### config.mk
export PLATFORM = sky130hd
export DESIGN_NAME = fv_edge_result
export DESIGN_NICKNAME = d
export VERILOG_FILES = /design/src/fv_bank_pkg.sv /design/src/fv_edge_result.sv
export SDC_FILE = /design/constraint.sdc
export NUM_CORES = 1
export LEC_CHECK = 0
export BUFFER_PORTS_ARGS = -buffer_cell sky130_fd_sc_hd__buf_4
export CAP_MARGIN = 15
export CORE_UTILIZATION = 45
export DETAILED_ROUTE_END_ITERATION = 6
export GPL_TIMING_DRIVEN = 0
export PLACE_DENSITY = 0.84
export SKIP_CTS_REPAIR_TIMING = 1
export SLEW_MARGIN = 20
export SYNTH_ARGS = -nofsm -noshare
export SYNTH_HDL_FRONTEND = slang
export SYNTH_SLANG_ARGS = --single-unit
### constraint.sdc
create_clock -name clk -period 2 [get_ports clk]
set_input_delay 0.4 -clock clk [delete_from_list [all_inputs] [get_ports clk]]
set_output_delay 0.4 -clock clk [all_outputs]
set_load 0.005 [all_outputs]
### src/fv_bank_pkg.sv
package fv_bank_pkg;

    // line geometry
    localparam int FV_LINE_WIDTH  = 64;
    localparam int FVS_PER_LINE   = 2;
    // widest node, in feature values
    localparam int MAX_FV_NUM     = 16;
    localparam int LINES_PER_NODE = MAX_FV_NUM / FVS_PER_LINE;
    localparam int LINE_IDX_WIDTH = $clog2(LINES_PER_NODE);
    // count widths hold the full value, not just max-1
    localparam int LINE_CNT_WIDTH = $clog2(LINES_PER_NODE + 1);
    localparam int FV_CNT_WIDTH   = $clog2(MAX_FV_NUM + 1);

    // node id space
    localparam int NODE_ID_WIDTH  = 6;
    localparam int BANK_ADDR_WIDTH = NODE_ID_WIDTH + LINE_IDX_WIDTH;

    // edge pe fan-out
    localparam int NUM_EDGE_PE    = 4;
    localparam int PE_TAG_WIDTH   = $clog2(NUM_EDGE_PE);

    typedef logic [FV_LINE_WIDTH-1:0]   fv_line_t;
    typedef logic [NODE_ID_WIDTH-1:0]   node_id_t;
    typedef logic [LINE_IDX_WIDTH-1:0]  line_idx_t;
    typedef logic [LINE_CNT_WIDTH-1:0]  line_cnt_t;
    typedef logic [FV_CNT_WIDTH-1:0]    fv_count_t;
    typedef logic [PE_TAG_WIDTH-1:0]    pe_tag_t;
    // node id in the upper bits, line index below
    typedef logic [BANK_ADDR_WIDTH-1:0] bank_addr_t;

    // request beat from write-back buffer or edge pe
    typedef struct packed {
        logic      valid;
        // high for write-back, low for edge pe read
        logic      rd_wr;
        // last beat of a write burst
        logic      wr_eos;
        node_id_t  node_id;
        pe_tag_t   pe_tag;
        fv_count_t fv_num;
        fv_line_t  data;
    } bank_req_t;

    // decoded beat kinds
    typedef enum logic [1:0] {
        OP_NONE       = 2'd0,
        OP_READ_START = 2'd1,
        OP_WRITE_BEAT = 2'd2
    } op_kind_t;

    // registered request, read length already in lines
    typedef struct packed {
        op_kind_t  kind;
        logic      wr_eos;
        node_id_t  node_id;
        pe_tag_t   pe_tag;
        line_cnt_t line_cnt;
        fv_line_t  data;
    } bank_op_t;

    // one bank access, wr low means read
    typedef struct packed {
        logic       en;
        logic       wr;
        bank_addr_t addr;
        fv_line_t   data;
    } bank_cmd_t;

    // stream markers riding along with a read command
    typedef struct packed {
        logic    valid;
        logic    sos;
        logic    eos;
        pe_tag_t pe_tag;
    } stream_mark_t;

    // beat back to the edge pe
    typedef struct packed {
        logic     valid;
        logic     sos;
        logic     eos;
        pe_tag_t  pe_tag;
        fv_line_t data;
    } edge_rd_t;

    // burst sequencer states
    typedef enum logic [1:0] {
        SEQ_IDLE  = 2'd0,
        SEQ_WRITE = 2'd1,
        SEQ_READ  = 2'd2
    } seq_state_t;

endpackage

### src/fv_edge_result.sv
module fv_edge_result
    import fv_bank_pkg::*;
(
    input  logic         clk,
    input  logic         reset,
    input  stream_mark_t mark,
    input  fv_line_t     rd_data,
    output edge_rd_t     edge_rd
);

    // mark delayed to line up with bank read data
    stream_mark_t mark_d;
    edge_rd_t     edge_rd_q;

    always_ff @(posedge clk) begin
        if (reset) begin
            mark_d <= '0;
        end else begin
            mark_d <= mark;
        end
    end

    // mark_d and rd_data now belong to the same line
    always_ff @(posedge clk) begin
        if (reset) begin
            edge_rd_q <= '0;
        end else begin
            edge_rd_q.valid  <= mark_d.valid;
            edge_rd_q.sos    <= mark_d.valid && mark_d.sos;
            edge_rd_q.eos    <= mark_d.valid && mark_d.eos;
            edge_rd_q.pe_tag <= mark_d.pe_tag;
            // zero data on idle cycles, bank output is stale then
            edge_rd_q.data   <= mark_d.valid ? rd_data : '0;
        end
    end

    assign edge_rd = edge_rd_q;

endmodule

==> flow_summary.yaml <==
outcome:
  status: "complete, no violations"
flow_run:
  cap_violations: 0
setup_path:
  crit_path_cell_trace: "buf_4"
  crit_required_ns: 1.60
  slowest_delay_ns: 0.31
  arrival_ns: 0.78
  critPathSlowestCell: "dfxtp_1"
  start_kind: "register"
  worstPathBufferInverterCount: 1
  end_kind: "primary output"
  critPathTopFamily: "flip-flops"
  worstPathMaxFanout: 1
  crit_type: "reg -> out"
pwr:
  power_density_mw_per_mm2: 802
  vdd_drop_max_mv: 0.570
  leakagePower_uw: 0.00198
synthesis:
  yosysUniqueCellTypes: 6
  synthCells: 163
  syn-num-nets: 234
  yosysSeqAreaShare_pct: 65.8
  syn-cell-area_mm2: 0.00225
  ys_warn_count: 0
  syn_area_per_cell_um2: 13.8
  synth_seq_cells: 74
drt:
  postRouteAntennaNets: 0
  drc_errors: 0
  wirelength_um: 4880
  wl_met3_um: 519
  met1_length_um: 1910
  drt-initial-drc-count: 42
  vias: 1684
  vias_per_cell: 4.40
  met2_length_um: 2370
  drtPass1Iterations: 2
  wl_per_cell_um: 12.7
  top_layer_used: "met4"
cts:
  path_clk_slew_ns: 0.07
  root_buffer: "clkbuf_8"
  clk_latency_ns: 0.34
  numCtsBuffers: 9
  clock_sinks: 74
  cts_max_level: 3
  cts_tree: "yes"
  cts_max_path_buffers: 2
floorplanning:
  die_w_um: 72.7
  start_util_pct: 47.4
  die_h_um: 72.7
  num_rows: 25
  ios: 140
  dieArea_mm2: 0.00529
  core_area_mm2: 0.00475
grt:
  grt_overflow: 0
  grt_pass1_wl_um: 7310
  antenna_found_initial: 0
  track_usage_pct: 18.9
  grt_pass1_vias: 1640
  grt_max_degree: 12
finish:
  syn_to_final_growth_pct: 58.2
  fin_nets: 383
  drive_gt1_share_pct: 52.5
  num_antenna_cells: 0
sta:
  layout_worst_path_cycle_share_pct: 58.9
  rsz0062_at_grt: "no"
  slew_headroom_pct: 75.6
  worstMarginPinSlew_ns: 0.365
  setup_violations: 0
  fmaxAchievable_ghz: 0.849
  fin_tns_setup_ns: 0
  holdWs_ns: 0.275
  slew_viol_final: 0
  finalHoldViolCount: 0
  period_needed_ns: 1.18
  clock_skew_ns: 0.00509
worst_hold_path:
  min_path_type: "in -> reg"
placement:
  hpwlAfterDp_um: 3690
  routabilityCongestion: 0.686
  port_buffers: 138
## final cells by class
type / instances / area (µm²)
buffer: 15 / 143
clock buffer: 14 / 183
clock inverter: 1 / 7.51
fill: 351 / 1190
multi-input combinational: 74 / 628
sequential: 74 / 1480
tap: 67 / 83.8
timing repair buffer: 138 / 1040
## layout by cell type, fill, tap and decap left out, drive strengths merged
master / Yosys / routed
clkinvlp: 0 / 1
buf: 14 / 152
nor2b: 8 / 8
dfxtp: 74 / 74
clkbuf: 1 / 15
and3b: 66 / 66
## state kept, by name (all words and copies together), names as in the netlist
signal,count
edge_rd,69
mark_d,5
## Yosys cell counts (all sizes together)
cell type	n	share of area (%)
dfxtp	74	66
nor2b	8	2.2
and3b	66	26
clkbuf	1	0.17
buf	14	6.2
## worst paths after layout
kind                  to  slack [ns]  cells past startpoint   startpoint
max          edge_rd[12]        0.82                      1  edge_rd[12]
min            mark_d[3]        0.27                      2      mark[3]
max reg2reg  edge_rd[18]        1.03                      2    mark_d[4]
min reg2reg  edge_rd[65]        0.45                      1    mark_d[1]
## cell families after synthesis
logic type / synth area share (%)
flops: 65.8
buf+inv: 6.33
simple gates: 27.9
## where the power goes
part	internal, µW	switching, µW
logic	183	77.6
clock network	580	487
registers	1520	11.4
## per-stage QoR
stage                     instances  util [%]  area, µm²  worst slack, ns  power, µW
after CTS                       383      74.9       3560            0.816       2880
after detailed placement        368      70.9       3370             1.02       1830
after global placement          368      70.9       3370             1.04       1820
after floorplan                 163         -       2250             1.10       1650
final                           383      74.9       3560            0.822       2860
after global routing            383      74.9       3560            0.771       2980
## per-layer routing
metal | vias to the layer above | global-route usage, %
met5 | - | 0
met4 | 0 | 7.84
met3 | 9 | 9.67
met2 | 86 | 32.5
met1 | 742 | 19.4
li1 | 847 | -
(Power assumes the default switching activity.)
