$ cat src/fv_bank_pkg.sv
package fv_bank_pkg;

    // line geometry
    localparam int FV_LINE_WIDTH  = 64;
    localparam int FVS_PER_LINE   = 2;
    // widest node, in feature values
    localparam int MAX_FV_NUM     = 16;
    localparam int LINES_PER_NODE = MAX_FV_NUM / FVS_PER_LINE;
    localparam int LINE_IDX_WIDTH = $clog2(LINES_PER_NODE);
    // count widths hold the full value, not just max-1
    localparam int LINE_CNT_WIDTH = $clog2(LINES_PER_NODE + 1);
    localparam int FV_CNT_WIDTH   = $clog2(MAX_FV_NUM + 1);

    // node id space
    localparam int NODE_ID_WIDTH  = 6;
    localparam int BANK_ADDR_WIDTH = NODE_ID_WIDTH + LINE_IDX_WIDTH;

    // edge pe fan-out
    localparam int NUM_EDGE_PE    = 4;
    localparam int PE_TAG_WIDTH   = $clog2(NUM_EDGE_PE);

    typedef logic [FV_LINE_WIDTH-1:0]   fv_line_t;
    typedef logic [NODE_ID_WIDTH-1:0]   node_id_t;
    typedef logic [LINE_IDX_WIDTH-1:0]  line_idx_t;
    typedef logic [LINE_CNT_WIDTH-1:0]  line_cnt_t;
    typedef logic [FV_CNT_WIDTH-1:0]    fv_count_t;
    typedef logic [PE_TAG_WIDTH-1:0]    pe_tag_t;
    // node id in the upper bits, line index below
    typedef logic [BANK_ADDR_WIDTH-1:0] bank_addr_t;

    // request beat from write-back buffer or edge pe
    typedef struct packed {
        logic      valid;
        // high for write-back, low for edge pe read
        logic      rd_wr;
        // last beat of a write burst
        logic      wr_eos;
        node_id_t  node_id;
        pe_tag_t   pe_tag;
        fv_count_t fv_num;
        fv_line_t  data;
    } bank_req_t;

    // decoded beat kinds
    typedef enum logic [1:0] {
        OP_NONE       = 2'd0,
        OP_READ_START = 2'd1,
        OP_WRITE_BEAT = 2'd2
    } op_kind_t;

    // registered request, read length already in lines
    typedef struct packed {
        op_kind_t  kind;
        logic      wr_eos;
        node_id_t  node_id;
        pe_tag_t   pe_tag;
        line_cnt_t line_cnt;
        fv_line_t  data;
    } bank_op_t;

    // one bank access, wr low means read
    typedef struct packed {
        logic       en;
        logic       wr;
        bank_addr_t addr;
        fv_line_t   data;
    } bank_cmd_t;

    // stream markers riding along with a read command
    typedef struct packed {
        logic    valid;
        logic    sos;
        logic    eos;
        pe_tag_t pe_tag;
    } stream_mark_t;

    // beat back to the edge pe
    typedef struct packed {
        logic     valid;
        logic     sos;
        logic     eos;
        pe_tag_t  pe_tag;
        fv_line_t data;
    } edge_rd_t;

    // burst sequencer states
    typedef enum logic [1:0] {
        SEQ_IDLE  = 2'd0,
        SEQ_WRITE = 2'd1,
        SEQ_READ  = 2'd2
    } seq_state_t;

endpackage

$ cat src/fv_req_decode.sv
module fv_req_decode
    import fv_bank_pkg::*;
(
    input  logic      clk,
    input  logic      reset,
    input  bank_req_t req,
    output bank_op_t  op
);

    // classified beat for this cycle
    op_kind_t  kind_d;
    op_kind_t  kind_q;
    // lines needed for a read
    line_cnt_t line_cnt_d;

    // registered beat fields, qualified by kind_q
    logic      wr_eos_q;
    node_id_t  node_id_q;
    pe_tag_t   pe_tag_q;
    line_cnt_t line_cnt_q;
    fv_line_t  data_q;

    always_comb begin
        kind_d = OP_NONE;
        if (req.valid) begin
            // rd_wr high is a write-back beat
            kind_d = req.rd_wr ? OP_WRITE_BEAT : OP_READ_START;
        end
    end

    // ceil(fv_num / FVS_PER_LINE)
    // odd counts still need the half-filled last line
    assign line_cnt_d = line_cnt_t'((int'(req.fv_num) + FVS_PER_LINE - 1) / FVS_PER_LINE);

    always_ff @(posedge clk) begin
        if (reset) begin
            kind_q <= OP_NONE;
        end else begin
            kind_q <= kind_d;
        end
    end

    // payload, only looked at when kind_q says so
    always_ff @(posedge clk) begin
        wr_eos_q   <= req.wr_eos;
        node_id_q  <= req.node_id;
        pe_tag_q   <= req.pe_tag;
        line_cnt_q <= line_cnt_d;
        data_q     <= req.data;
    end

    assign op.kind     = kind_q;
    assign op.wr_eos   = wr_eos_q;
    assign op.node_id  = node_id_q;
    assign op.pe_tag   = pe_tag_q;
    assign op.line_cnt = line_cnt_q;
    assign op.data     = data_q;

    // a read must ask for at least one and at most a full node of values
    a_read_fv_num_range: assert property (
        @(posedge clk) disable iff (reset)
        (req.valid && !req.rd_wr) |->
            (req.fv_num != '0) && (req.fv_num <= fv_count_t'(MAX_FV_NUM))
    ) else $error("read request with fv_num %0d out of range", req.fv_num);

endmodule

$ cat config.mk
export PLATFORM = sky130hd
export DESIGN_NAME = fv_req_decode
export DESIGN_NICKNAME = d
export VERILOG_FILES = /design/src/fv_bank_pkg.sv /design/src/fv_req_decode.sv
export SDC_FILE = /design/constraint.sdc
export NUM_CORES = 1
export LEC_CHECK = 0
export CAP_MARGIN = 40
export CORE_AREA = 2 2 62 64
export DETAILED_ROUTE_END_ITERATION = 6
export DIE_AREA = 0 0 64 66
export DONT_BUFFER_PORTS = 1
export PLACE_DENSITY_LB_ADDON = 0.12
export SYNTH_ARGS = -nofsm -noshare
export SYNTH_HDL_FRONTEND = slang
export SYNTH_SLANG_ARGS = --single-unit
$ cat constraint.sdc
create_clock -name clk -period 0.8 [get_ports clk]
set_input_delay 0.16 -clock clk [delete_from_list [all_inputs] [get_ports clk]]
set_output_delay 0.16 -clock clk [all_outputs]
set_load 0.005 [all_outputs]
==> impl_metrics.py <==
metrics = {
    "clocking": {
        "clockBufferDepth": 2,
        "htree_levels": 3,
        "cts_tree": "yes",
        "clkSinkCount": 79,
        "cts_root_buf": "clkbuf_4",
        "cts_setup_buffers": 0,
        "cts.clk_slew.worst_paths_ns": 0.11,
        "numCtsBuffers": 9,
    },
    "sta": {
        "fin_crit_sh_pct": 113.5,
        "period_needed_ns": 0.9082,
        "worst_slew_margin_rel_pct": 88.70,
        "setup_ws_ns": -0.1082,
        "tightest_slew_ns": 0.1690,
        "fmax_ghz": 1.101,
        "drv_slew": 0,
        "rsz0062_at_grt": "yes",
        "setup_viol": 79,
        "finalHoldViolations": 0,
    },
    "synthesis": {
        "synth_top_cell_by_area": "dfxtp_1",
        "yosysWarningCount": 0,
        "syn_avg_cell_area_um2": 18.80,
        "syn_area_um2": 1654,
        "synth_nets": 171,
        "ys_seq_area_share_pct": 95.61,
        "ys_ff_latch": 79,
        "synthDistinctLibCells": 8,
        "synthCells": 88,
        "yosysTopAreaCellShare_pct": 95.61,
        "ys_top_cells_by_area": "dfxtp_1 (96%), xnor2_1 (1.1%), ha_1 (0.76%), nand3_1 (0.61%), and3b_1 (0.53%)",
    },
    "critical_path": {
        "arrival_ns": 0.75,
        "crit_fanout": 1,
        "required_ns": 0.64,
        "worstSetupPathType": "flop to primary output",
        "cp-end-kind": "primary output",
        "crit_start": "data_q[53]",
        "crit_end": "op[53]",
        "crit_cells": 0,
        "setup.worst_path.start_class": "flop",
    },
    "route": {
        "wl_met2_mm": 2.424,
        "via_per_inst": 4.422,
        "highest_layer": "met4",
        "drc": 0,
        "drt-initial-drc-count": 29,
        "drtAntennaViolNets": 0,
        "wire_per_inst_um": 18.31,
        "wirelength_mm": 4.247,
        "firstDrtPassIters": 4,
        "wl_met1_mm": 1.277,
        "dr_total_vias": 1026,
        "wl_met3_um": 496,
    },
    "floorplanning": {
        "top_level_ports": 161,
        "die_h_um": 66,
        "die_w_um": 64,
        "start_util_pct": 46.58,
        "die_area_um2": 4224,
        "row_count": 22,
        "core_area_um2": 3551,
    },
    "layout": {
        "most-common-layout-cells": "dfxtp_2 (79), dlygate4sd3_1 (79), clkbuf_4 (9), clkinv_2 (3)",
        "final_net_count": 262,
        "area_growth_pct": 66.72,
        "final_util_pct": 77.66,
        "layout-drive-gt1-share_pct": 51.09,
        "final_cell_area_um2": 2758,
        "n_antenna_cell": 0,
    },
    "grt": {
        "grt_usage_pct": 20.30,
        "grt_pass1_wl_mm": 5.789,
        "first_global_vias": 1103,
        "grt_max_degree": 13,
        "grt_overflow": 0,
        "antenna_found_initial": 0,
    },
    "placement": {
        "port_buffers": 0,
        "gp_congestion": 0.7016,
        "dpl_cell_area_um2": 1707,
    },
    "run_status": {
        "violations": "negative setup slack",
        "status": "complete, but fails checks",
    },
    "pwr": {
        "vdd_drop_max_v": 0.002099,
        "p_leak_nw": 1.127,
        "power_density_nw_per_um2": 2493,
    },
    "run": {
        "max_cap_violations": 0,
    },
    "min_path": {
        "min_from": "req[64]",
        "hold_path_class": "input pin to flop",
    },
}
-- sequential cells by signal (all words and copies together), names as in the netlist --
name	count
data_q	64
kind_q	2
line_cnt_q	4
node_id_q	6
pe_tag_q	2
wr_eos_q	1
-- area by class of cell --
type	instances	area, um^2
flip-flops and latches	79	1680
repair buffers	81	815.8
fillers	196	793.3
clock buffers	12	88.84
multi-input cells	8	67.56
well taps	48	60.06
clock inverters	4	45.04
-- power breakdown --
part	leakage, nW	internal (mW)	switching, mW
Sequential	0.667	4.19	0.124
Combinational	0.382	0.278	0.0758
Clock	0.0768	1.03	1.17
-- cells by family (layout without fill, tap and decap cells) --
| group | Yosys count | after routing | synth area share (%) |
|---|---|---|---|
| buffers and inverters | 1 | 97 | 0.4540 |
| and+or+nand+nor | 4 | 4 | 1.589 |
| adders and majority gates | 1 | 1 | 0.7563 |
| DFF | 79 | 79 | 95.61 |
| xor gates and xnor gates | 3 | 3 | 1.589 |
-- synth_stat cells --
cell,number
buf_4,1
xor2_1,1
dfxtp_1,79
nand3_1,2
ha_1,1
xnor2_1,2
and3b_1,1
nor3b_1,1
-- through the flow --
| step | setup TNS (ns) | setup slack, ns | power [mW] | hold slack [ns] | std cells |
|---|---|---|---|---|---|
| 6_report | -7.147 | -0.1082 | 6.876 | 0.1475 | 232 |
| 5_1_grt | -11.93 | -0.1722 | 7.182 | 0.1118 | 232 |
| 4_1_cts | -9.923 | -0.1435 | 6.925 | 0.2730 | 232 |
| 3_5_place_dp | 0 | 0.1120 | 4.386 | 0.1878 | 135 |
| 3_3_place_gp | 0 | 0.1527 | 4.386 | 0.1878 | 135 |
| 2_1_floorplan | 0 | 0.1592 | 4.351 | 0.1877 | 88 |
-- routing by layer --
layer	up-vias	GRT usage [%]
li1	458	-
met1	469	15.64
met2	94	39.06
met3	5	10.90
met4	0	11.41
met5	-	0
-- worst min path at each step --
stage | cells past startpoint | slack (ns) | end
after floorplan | 0 | 0.19 | data_q[0]
after global placement | 0 | 0.19 | data_q[41]
after detailed placement | 0 | 0.19 | data_q[41]
after CTS | 1 | 0.27 | pe_tag_q[0]
after global routing | 2 | 0.11 | line_cnt_q[0]
final | 2 | 0.15 | line_cnt_q[0]
-- what timing repair did --
action,in CTS,in global routing
hold endpoints to repair,79,0
setup endpoints to repair,79,81
resized for setup,79,3
pin swaps,0,1
hold buffers,81,0
(Power assumes the default switching activity.)
