$ cat config.mk
export PLATFORM = sky130hd
export DESIGN_NAME = fv_burst_seq
export DESIGN_NICKNAME = d
export VERILOG_FILES = /design/src/fv_bank_pkg.sv /design/src/fv_burst_seq.sv
export SDC_FILE = /design/constraint.sdc
export NUM_CORES = 1
export LEC_CHECK = 0
export BUFFER_PORTS_ARGS = -buffer_cell sky130_fd_sc_hd__buf_4
export CAP_MARGIN = 30
export CORE_AREA = 2 2 83 85
export DETAILED_ROUTE_END_ITERATION = 6
export DIE_AREA = 0 0 85 87
export PLACE_DENSITY = 0.7
export SLEW_MARGIN = 5
export SYNTH_ARGS = -nofsm -noshare
export SYNTH_HDL_FRONTEND = slang
export SYNTH_SLANG_ARGS = --single-unit
$ cat constraint.sdc
create_clock -name clk -period 2 [get_ports clk]
set_input_delay 0.1 -clock clk [delete_from_list [all_inputs] [get_ports clk]]
set_output_delay 0.1 -clock clk [all_outputs]
set_load 0.005 [all_outputs]
$ cat src/fv_bank_pkg.sv
package fv_bank_pkg;

    // line geometry
    localparam int FV_LINE_WIDTH  = 64;
    localparam int FVS_PER_LINE   = 2;
    // widest node, in feature values
    localparam int MAX_FV_NUM     = 16;
    localparam int LINES_PER_NODE = MAX_FV_NUM / FVS_PER_LINE;
    localparam int LINE_IDX_WIDTH = $clog2(LINES_PER_NODE);
    // count widths hold the full value, not just max-1
    localparam int LINE_CNT_WIDTH = $clog2(LINES_PER_NODE + 1);
    localparam int FV_CNT_WIDTH   = $clog2(MAX_FV_NUM + 1);

    // node id space
    localparam int NODE_ID_WIDTH  = 6;
    localparam int BANK_ADDR_WIDTH = NODE_ID_WIDTH + LINE_IDX_WIDTH;

    // edge pe fan-out
    localparam int NUM_EDGE_PE    = 4;
    localparam int PE_TAG_WIDTH   = $clog2(NUM_EDGE_PE);

    typedef logic [FV_LINE_WIDTH-1:0]   fv_line_t;
    typedef logic [NODE_ID_WIDTH-1:0]   node_id_t;
    typedef logic [LINE_IDX_WIDTH-1:0]  line_idx_t;
    typedef logic [LINE_CNT_WIDTH-1:0]  line_cnt_t;
    typedef logic [FV_CNT_WIDTH-1:0]    fv_count_t;
    typedef logic [PE_TAG_WIDTH-1:0]    pe_tag_t;
    // node id in the upper bits, line index below
    typedef logic [BANK_ADDR_WIDTH-1:0] bank_addr_t;

    // request beat from write-back buffer or edge pe
    typedef struct packed {
        logic      valid;
        // high for write-back, low for edge pe read
        logic      rd_wr;
        // last beat of a write burst
        logic      wr_eos;
        node_id_t  node_id;
        pe_tag_t   pe_tag;
        fv_count_t fv_num;
        fv_line_t  data;
    } bank_req_t;

    // decoded beat kinds
    typedef enum logic [1:0] {
        OP_NONE       = 2'd0,
        OP_READ_START = 2'd1,
        OP_WRITE_BEAT = 2'd2
    } op_kind_t;

    // registered request, read length already in lines
    typedef struct packed {
        op_kind_t  kind;
        logic      wr_eos;
        node_id_t  node_id;
        pe_tag_t   pe_tag;
        line_cnt_t line_cnt;
        fv_line_t  data;
    } bank_op_t;

    // one bank access, wr low means read
    typedef struct packed {
        logic       en;
        logic       wr;
        bank_addr_t addr;
        fv_line_t   data;
    } bank_cmd_t;

    // stream markers riding along with a read command
    typedef struct packed {
        logic    valid;
        logic    sos;
        logic    eos;
        pe_tag_t pe_tag;
    } stream_mark_t;

    // beat back to the edge pe
    typedef struct packed {
        logic     valid;
        logic     sos;
        logic     eos;
        pe_tag_t  pe_tag;
        fv_line_t data;
    } edge_rd_t;

    // burst sequencer states
    typedef enum logic [1:0] {
        SEQ_IDLE  = 2'd0,
        SEQ_WRITE = 2'd1,
        SEQ_READ  = 2'd2
    } seq_state_t;

endpackage

$ cat src/fv_burst_seq.sv
module fv_burst_seq
    import fv_bank_pkg::*;
(
    input  logic         clk,
    input  logic         reset,
    input  bank_op_t     op,
    output bank_cmd_t    cmd,
    output stream_mark_t mark
);

    localparam line_idx_t FIRST_LINE = '0;

    seq_state_t state_q;
    seq_state_t state_d;
    // next line to write or read
    line_idx_t  idx_q;
    line_idx_t  idx_d;
    // node and tag held for the rest of the burst
    node_id_t   node_q;
    node_id_t   node_d;
    pe_tag_t    tag_q;
    pe_tag_t    tag_d;
    // read lines still to issue, including the current one
    line_cnt_t  remain_q;
    line_cnt_t  remain_d;

    always_comb begin
        state_d  = state_q;
        idx_d    = idx_q;
        node_d   = node_q;
        tag_d    = tag_q;
        remain_d = remain_q;
        cmd      = '0;
        mark     = '0;

        unique case (state_q)
            SEQ_IDLE: begin
                if (op.kind == OP_WRITE_BEAT) begin
                    // first write beat always lands on line 0
                    cmd.en   = 1'b1;
                    cmd.wr   = 1'b1;
                    cmd.addr = {op.node_id, FIRST_LINE};
                    cmd.data = op.data;
                    node_d   = op.node_id;
                    idx_d    = FIRST_LINE + 1'b1;
                    if (!op.wr_eos) begin
                        state_d = SEQ_WRITE;
                    end
                end else if (op.kind == OP_READ_START) begin
                    cmd.en      = 1'b1;
                    cmd.addr    = {op.node_id, FIRST_LINE};
                    mark.valid  = 1'b1;
                    mark.sos    = 1'b1;
                    mark.pe_tag = op.pe_tag;
                    // single-line read is both ends at once
                    mark.eos    = (op.line_cnt == line_cnt_t'(1));
                    node_d      = op.node_id;
                    tag_d       = op.pe_tag;
                    idx_d       = FIRST_LINE + 1'b1;
                    remain_d    = op.line_cnt - 1'b1;
                    if (op.line_cnt != line_cnt_t'(1)) begin
                        state_d = SEQ_READ;
                    end
                end
            end

            SEQ_WRITE: begin
                // gaps allowed, only write beats advance
                // reads here are dropped
                if (op.kind == OP_WRITE_BEAT) begin
                    cmd.en   = 1'b1;
                    cmd.wr   = 1'b1;
                    cmd.addr = {node_q, idx_q};
                    cmd.data = op.data;
                    idx_d    = idx_q + 1'b1;
                    if (op.wr_eos) begin
                        state_d = SEQ_IDLE;
                    end
                end
            end

            SEQ_READ: begin
                // one line per cycle, new requests ignored
                cmd.en      = 1'b1;
                cmd.addr    = {node_q, idx_q};
                mark.valid  = 1'b1;
                mark.pe_tag = tag_q;
                mark.eos    = (remain_q == line_cnt_t'(1));
                idx_d       = idx_q + 1'b1;
                remain_d    = remain_q - 1'b1;
                if (remain_q == line_cnt_t'(1)) begin
                    // back to idle, tail still in flight downstream
                    state_d = SEQ_IDLE;
                end
            end

            default: begin
                state_d = SEQ_IDLE;
            end
        endcase
    end

    always_ff @(posedge clk) begin
        if (reset) begin
            state_q  <= SEQ_IDLE;
            idx_q    <= '0;
            remain_q <= '0;
        end else begin
            state_q  <= state_d;
            idx_q    <= idx_d;
            remain_q <= remain_d;
        end
    end

    // held per burst, only read outside idle
    always_ff @(posedge clk) begin
        node_q <= node_d;
        tag_q  <= tag_d;
    end

    // line index wraps to 0 only after a full node of write beats
    a_write_burst_len: assert property (
        @(posedge clk) disable iff (reset)
        (state_q == SEQ_WRITE && op.kind == OP_WRITE_BEAT) |-> (idx_q != FIRST_LINE)
    ) else $error("write burst longer than %0d beats", LINES_PER_NODE);

    // a stream keeps one line per cycle until its eos
    a_stream_no_gap: assert property (
        @(posedge clk) disable iff (reset)
        (mark.valid && !mark.eos) |=> (mark.valid && !mark.sos)
    ) else $error("read stream broken before its last line");

endmodule

==> results of run 1 <==
[worst paths after layout]
kind                                    to        from  slack (ns)  cells after the start
worst max-delay path               cmd[25]  state_q[0]        0.16                      6
worst max register to register  state_q[1]  state_q[0]        0.36                      6
worst min register to register    idx_q[1]    idx_q[1]        0.50                      2
worst min-delay path              tag_q[0]      op[68]        0.03                      1
[per-stage QoR]
stage	hold WS (ns)	total power, W	setup WS, ns	cells
floorplan	0.199	0.00115	0.473	196
global placement	0.289	0.00174	0.295	430
CTS	0.0241	0.00204	0.0435	434
global route	0.0201	0.00220	0.0249	434
detailed placement	0.291	0.00176	0.235	430
finish	0.0296	0.00203	0.163	434
[final cells by class]
| cell class | instances | area, um^2 |
|---|---|---|
| fillers | 660 | 3640 |
| clock buffers | 3 | 41.3 |
| flip-flops and latches | 17 | 420 |
| well taps | 80 | 100 |
| repair buffers | 164 | 1240 |
| clock inverters | 1 | 5.00 |
| multi-input cells | 158 | 1080 |
| inverters | 11 | 41.3 |
[routing by layer]
layer | up-vias | global-route usage (%) | routed length, um
met2 | 99 | 24.9 | 2700
met3 | 10 | 4.93 | 638
met5 | - | 0 | 0
met4 | 0 | 6.49 | 162
met1 | 836 | 16.7 | 2200
li1 | 971 | - | -
[logic make-up (layout without fill, tap and decap cells)]
kind of cell	Yosys count	after routing
multiplexers	2	2
AND/OR/NAND/NOR	111	111
XOR/XNOR	2	2
buffers and inverters	21	179
adder cells (fa/ha/maj)	12	12
flip-flops	17	17
AO/OA/AOI/OAI	31	31
[state kept, by name, summed over array words and instances (netlist names)]
name,flops
idx_q,3
state_q,2
node_q,6
tag_q,2
remain_q,4
[Yosys cell counts (3+ instances only)]
master     n
ha_1      12
nor3_1     3
a22oi_1    6
nand2_1    9
nand2b_1   7
o21ai_0    3
and2_1    64
clkbuf_1   8
a21oi_1    7
nor2_1    14
inv_1     11
edfxtp_1   8
nor3b_1    3
dfxtp_1    9
[where the power goes]
part	switching, W	leakage [nW]	total [W]	internal, W
clock	0.000124	0.0255	0.000263	0.000138
combinational	0.000581	1.34	0.00127	0.000692
sequential	0.0000462	0.150	0.000492	0.000446
total	0.000751	1.51	0.00203	0.00128
[worst max-delay path: stages (launching register included)]
cell and delay (ns):
dfxtp_1 0.33, inv_1 0.10, ha_2 0.30, o21a_1 0.17, buf_8 0.25, and2_1 0.18
buf_4 0.11
[repair_timing]
item / 4_1_cts / 5_1_grt
gates resized for setup: 1 / 5
gates cloned: 0 / 0
setup endpoints to repair: 64 / 71
==> key figures, run 1 <==
Route
  – Vias per cell: 4.41
  – Detailed Route Iter0 Violations: 39
  – DR vias: 1916
  – Post-route DRC: 0
  – Drt total wl: between 5000 and 6000 um
  – Drt wl/cell: 13.1 um
  – First drt pass iteration count: 4
  – ANT nets after route: 0

Clock network
  – Number of buffers created by CTS: 3
  – Hold Buf Count CTS: 0
  – Maximum buffer depth of the clock tree: 2
  – Root Driver: clkbuf_8
  – CTS tree: built
  – Sink Count: 17
  – Clk_lat worst skew: ~0.26 ns
  – Post-CTS setup buffers: 0
  – H-tree Lvls: 1
  – Clock-pin slew on the worst setup and hold paths: 0.07 ns

Worst setup path
  – Crit path launch type: flip-flop
  – WP data required: 1.90 ns
  – Worst Path Arrival: 1.74 ns
  – Worst-path fanout max: between 60 and 70
  – Crit. End Element: output port
  – Worst Setup Path Type: reg2out

Layout
  – Layout cells sized above 1: a little under 50%
  – Design area: 2930 um^2
  – Ant diodes: 0
  – Final #Nets: between 400 and 500
  – Most frequent cells in the layout: 163 x buf_4, 64 x and2_1, 14 x nor2_1, 10 x inv_1, 10 x ha_1
  – Syn-to-layout area delta: 85.6%
  – Commonest non-fill, non-tap cell in the layout: buf_4
  – Util after Layout: around 45%

Global routing
  – Largest net degree at the start of global routing: 65
  – First-pass GRT wire length: slightly below 9000 um
  – Initial antenna violation count: 0
  – Total congestion overflow: 0
  – GRT Total Usage: around 15%
  – Vias in the first global route: 1812

Power and ir drop
  – Worst vdd rail ir drop: 424 uV
  – P per Cell Area: 693 nW/um^2
  – Static leakage: 1.51 nW

Logic synthesis
  – Simple-Gate Fraction of Synth Area: about 41%
  – Avg Cell Area, Syn: 8.04 um^2
  – Post-synthesis mux area share: 1.27%
  – Largest family of logic cells by synthesized area: simple AND/OR/NAND/NOR gates
  – Post-synthesis adder-cell area fraction: 9.52%
  – Yosys warning count: 0
  – Top cell type's share of synthesized area: between 20% and 30%
  – Largest cells by area after synthesis: and2_1 25%, edfxtp_1 15%, dfxtp_1 11%, ha_1 9.5%, nor2_1 3.3%
  – Synth Flop Type: dfxtp_1
  – Synthesized instance count: 196
  – Compound-cell area share of the yosys netlist: between 10 and 15%
  – Sequential fraction of the synthesis area: between 20% and 30%
  – Synth unique cells: 38
  – Post-Synth XOR/XNOR Area: 1.11%
  – Async SR Flop Fraction: 0%
  – Yosys reg bits: 17
  – Yosys top cell by area: and2_1
  – Post-synthesis cell area: 1580 um^2
  – Post-synth EDFFs: 8
  – Total nets after synthesis: 289

STA
  – Minimum clock period: 1.84 ns
  – Hold Vio Cnt, Final: 0
  – Fmax: 544 MHz
  – RSZ-0062 raised after global routing: no
  – Final Max Tran Viols: 0
  – Headroom to the max-slew limit: a little over two thirds
  – # setup viols final: 0
  – Crit share post-route: 91.8%
  – Sum Neg Setup Slack: 0 ns
  – Clk_skew: approximately 0.0035 ns
  – Slew @ Worst Pin: around 0.45 ns

Floorplanning
  – Core area: 6570 um^2
  – Initial Utilization: 24.0%
  – Num rows: 30
  – Die area: 7400 um^2
  – Io pins: ~160
  – DIE WIDTH: 85 um
  – Die Y-Extent: 87 um

Place
  – Final weighted congestion in routability-driven placement: roughly 0.8
  – Port bufs: 160
  – Dpl hpwl: 4650 um
  – Cell Area, Placed: 2870 um^2

Run status
  – Status: completed

Run
  – Max Cap Viol: 0

Min path
  – Hold Path Class: in2reg
Note: power is estimated with default switching activity, not from simulation.
==> run 2, diff against run 1 <==
--- a/config.mk
+++ b/config.mk
@@ -8,8 +8,10 @@
 export BUFFER_PORTS_ARGS = -buffer_cell sky130_fd_sc_hd__buf_4
 export CAP_MARGIN = 30
 export CORE_AREA = 2 2 83 85
+export CTS_CLUSTER_SIZE = 28
 export DETAILED_ROUTE_END_ITERATION = 6
 export DIE_AREA = 0 0 85 87
+export MAX_ROUTING_LAYER = met4
 export PLACE_DENSITY = 0.7
 export SLEW_MARGIN = 5
 export SYNTH_ARGS = -nofsm -noshare
==> run 2 against run 1 <==
Wire length is the same. Clock skew shrank 0.0028 ns. Hold slack lost 0.0020 ns. Sequential share of layout area is the same. Die area is the same. Worst setup slack gained 0.0024 ns. Critical path depth is the same. Core utilization is the same. Sequential cell count is the same. Via count grew 0.16%. Largest cell class unchanged.
==> key figures, run 2 (synthesis gave the netlist of run 1 again) <==
Clock network
  – Hold Buf Count CTS: 0 (unchanged)
  – H-tree Lvls: 1 (unchanged)
  – Clock-pin slew on the worst setup and hold paths: 0.07 ns (about the same)
  – Number of buffers created by CTS: 3 (unchanged)
  – CTS tree: built
  – Clk_lat worst skew: 0.26 ns (about the same)
  – Post-CTS setup buffers: 0 (unchanged)
  – Sink Count: 17 (unchanged)
  – Root Driver: clkbuf_8
  – Cells resized by post-CTS repair: 1 (unchanged)
  – Maximum buffer depth of the clock tree: 2 (unchanged)

Power and ir drop
  – Worst vdd rail ir drop: 427 uV (+0.70%)
  – Clock power share: 13.0% (about the same)
  – Static leakage: 1.51 nW (unchanged)
  – P per Cell Area: 693 nW/um^2 (about the same)
  – Pwr Total: 0.00203 W (about the same)
  – Internal: 0.00128 W (about the same)
  – Switching portion of total power: 37.1% (+0.041 points)
  – Net Sw Power: 0.000753 W (+0.19%)
  – Reg power frac: 24.3% (about the same)
  – Combinational power share: 62.7% (about the same)

Route
  – Drt wl/cell: 13.1 um (unchanged)
  – Vias per cell: 4.42 (+0.16%)
  – DR vias: 1919 (+0.16%)
  – Detailed Route Iter0 Violations: 43 (+10%)
  – First drt pass iteration count: 4 (unchanged)
  – ANT nets after route: 0 (unchanged)
  – Post-route DRC: 0 (unchanged)
  – Drt total wl: 5710 um (unchanged)

Worst setup path
  – Crit path launch type: flip-flop
  – CP Buf/Inv Count: 3 (unchanged)
  – Critical-path cell list: inv_1 > ha_2 > o21a_1 > buf_8 > and2_1 > buf_4
  – CP peak stage delay: 0.33 ns (about the same)
  – CP max stage cell: dfxtp_1
  – Worst Setup Path Type: reg2out
  – Crit. End Element: output port
  – Worst-path fanout max: 64 (unchanged)
  – Worst Path Arrival: 1.73 ns (about the same)
  – Largest delay share family, worst path: buffers and inverters
  – WP data required: 1.90 ns (about the same)

Layout
  – Most frequent cells in the layout: 163 x buf_4, 64 x and2_1, 14 x nor2_1, 10 x inv_1, 10 x ha_1
  – Ant diodes: 0 (unchanged)
  – Largest reg by FF count: node_q
  – # fillers: 660 (unchanged)
  – Final #Nets: 448 (unchanged)
  – Commonest non-fill, non-tap cell in the layout: buf_4
  – Largest register FFs: 6 (unchanged)
  – Finished Layout Cells: 434 (unchanged)
  – Layout cells sized above 1: 49.7% (unchanged)
  – Top Registers: node_q: 6 flops, remain_q: 4 flops, idx_q: 3 flops
  – Sequential standard cell area: 420 um^2 (unchanged)
  – Area of the multi-input gates: 1080 um^2 (unchanged)
  – Syn-to-layout area delta: 85.6% (unchanged)

Place
  – Place WS: 0.235 ns (unchanged)
  – Dpl hpwl: 4650 um (unchanged)
  – Placed insts: 430 (unchanged)
  – Port bufs: 160 (unchanged)
  – Final weighted congestion in routability-driven placement: 0.797 (+1.4%)

Global routing
  – GRT Total Usage: 15.1% (+0.43 points)
  – Initial antenna violation count: 0 (unchanged)
  – Vias in the first global route: 1816 (+0.22%)
  – First-pass GRT wire length: 8820 um (-0.23%)
  – Total congestion overflow: 0 (unchanged)
  – Largest net degree at the start of global routing: 65 (unchanged)

STA
  – Crit share post-route: 91.7% (-0.12 points)
  – Sum Neg Setup Slack: 0 ns (unchanged)
  – # setup viols final: 0 (unchanged)
  – Headroom to the max-slew limit: 70.3% (about the same)
  – Final Max Tran Viols: 0 (unchanged)
  – Minimum clock period: 1.83 ns (-0.00241 ns)
  – Hold Vio Cnt, Final: 0 (unchanged)
  – Fmax: 545 MHz (+0.13%)
  – Clk_skew: 0.000637 ns (-0.00281 ns)
  – Final worst slack: 0.165 ns (+0.00241 ns)
  – RSZ-0062 raised after global routing: no
  – Slew @ Worst Pin: 0.445 ns (+0.0000618 ns)

Floorplanning
  – Die Y-Extent: 87 um (unchanged)
  – DIE WIDTH: 85 um (unchanged)
  – Die area: 7400 um^2 (unchanged)
  – Core area: 6570 um^2 (unchanged)
  – Initial Utilization: 24.0% (unchanged)
  – Num rows: 30 (unchanged)
  – Io pins: 161 (unchanged)

Run
  – Max Cap Viol: 0 (unchanged)

Min path
  – Hold Path Class: in2reg

Run status
  – Status: completed
run 2: layout make-up:
cell class	instances	share of cell area [%]
clock inverter	1	0.171
timing repair buffer	164	42.3
sequential	17	14.4
tap	80	3.42
clock buffer	3	1.41
multi-input combinational	158	36.9
inverter	11	1.41
run 2: routing by layer:
metal	vias up	wire length (um)	global-route usage, %
met5	-	0	-
met4	0	163	6.49
met3	12	522	3.32
met2	98	2710	25.1
met1	835	2310	17.6
li1	974	-	-
run 2: power by group through the flow:
stage               Combinational [W]  Clock, W  Sequential (W)
detailed placement            0.00126         0        0.000498
global route                  0.00142  0.000284        0.000503
global placement              0.00124         0        0.000492
floorplan                    0.000667         0        0.000485
finish                        0.00127  0.000264        0.000492
CTS                           0.00127  0.000273        0.000492
run 2: metrics by stage:
stage          util, %  hold slack [ns]  instance area [um^2]
3_3_place_gp      43.7            0.289                  2870
6_report          44.6           0.0276                  2930
4_1_cts           44.4           0.0241                  2920
5_1_grt           44.6           0.0200                  2930
3_5_place_dp      43.7            0.291                  2870
2_1_floorplan        -            0.199                  1580
run 2: path summary, 6_finish.rpt:
path	start	to	slack, ns	depth (start not counted)
hold / removal	op[74]	node_q[4]	0.03	1
setup / recovery	state_q[0]	cmd[25]	0.17	6
setup reg to reg	state_q[0]	state_q[1]	0.37	6
hold reg to reg	idx_q[1]	idx_q[1]	0.50	2
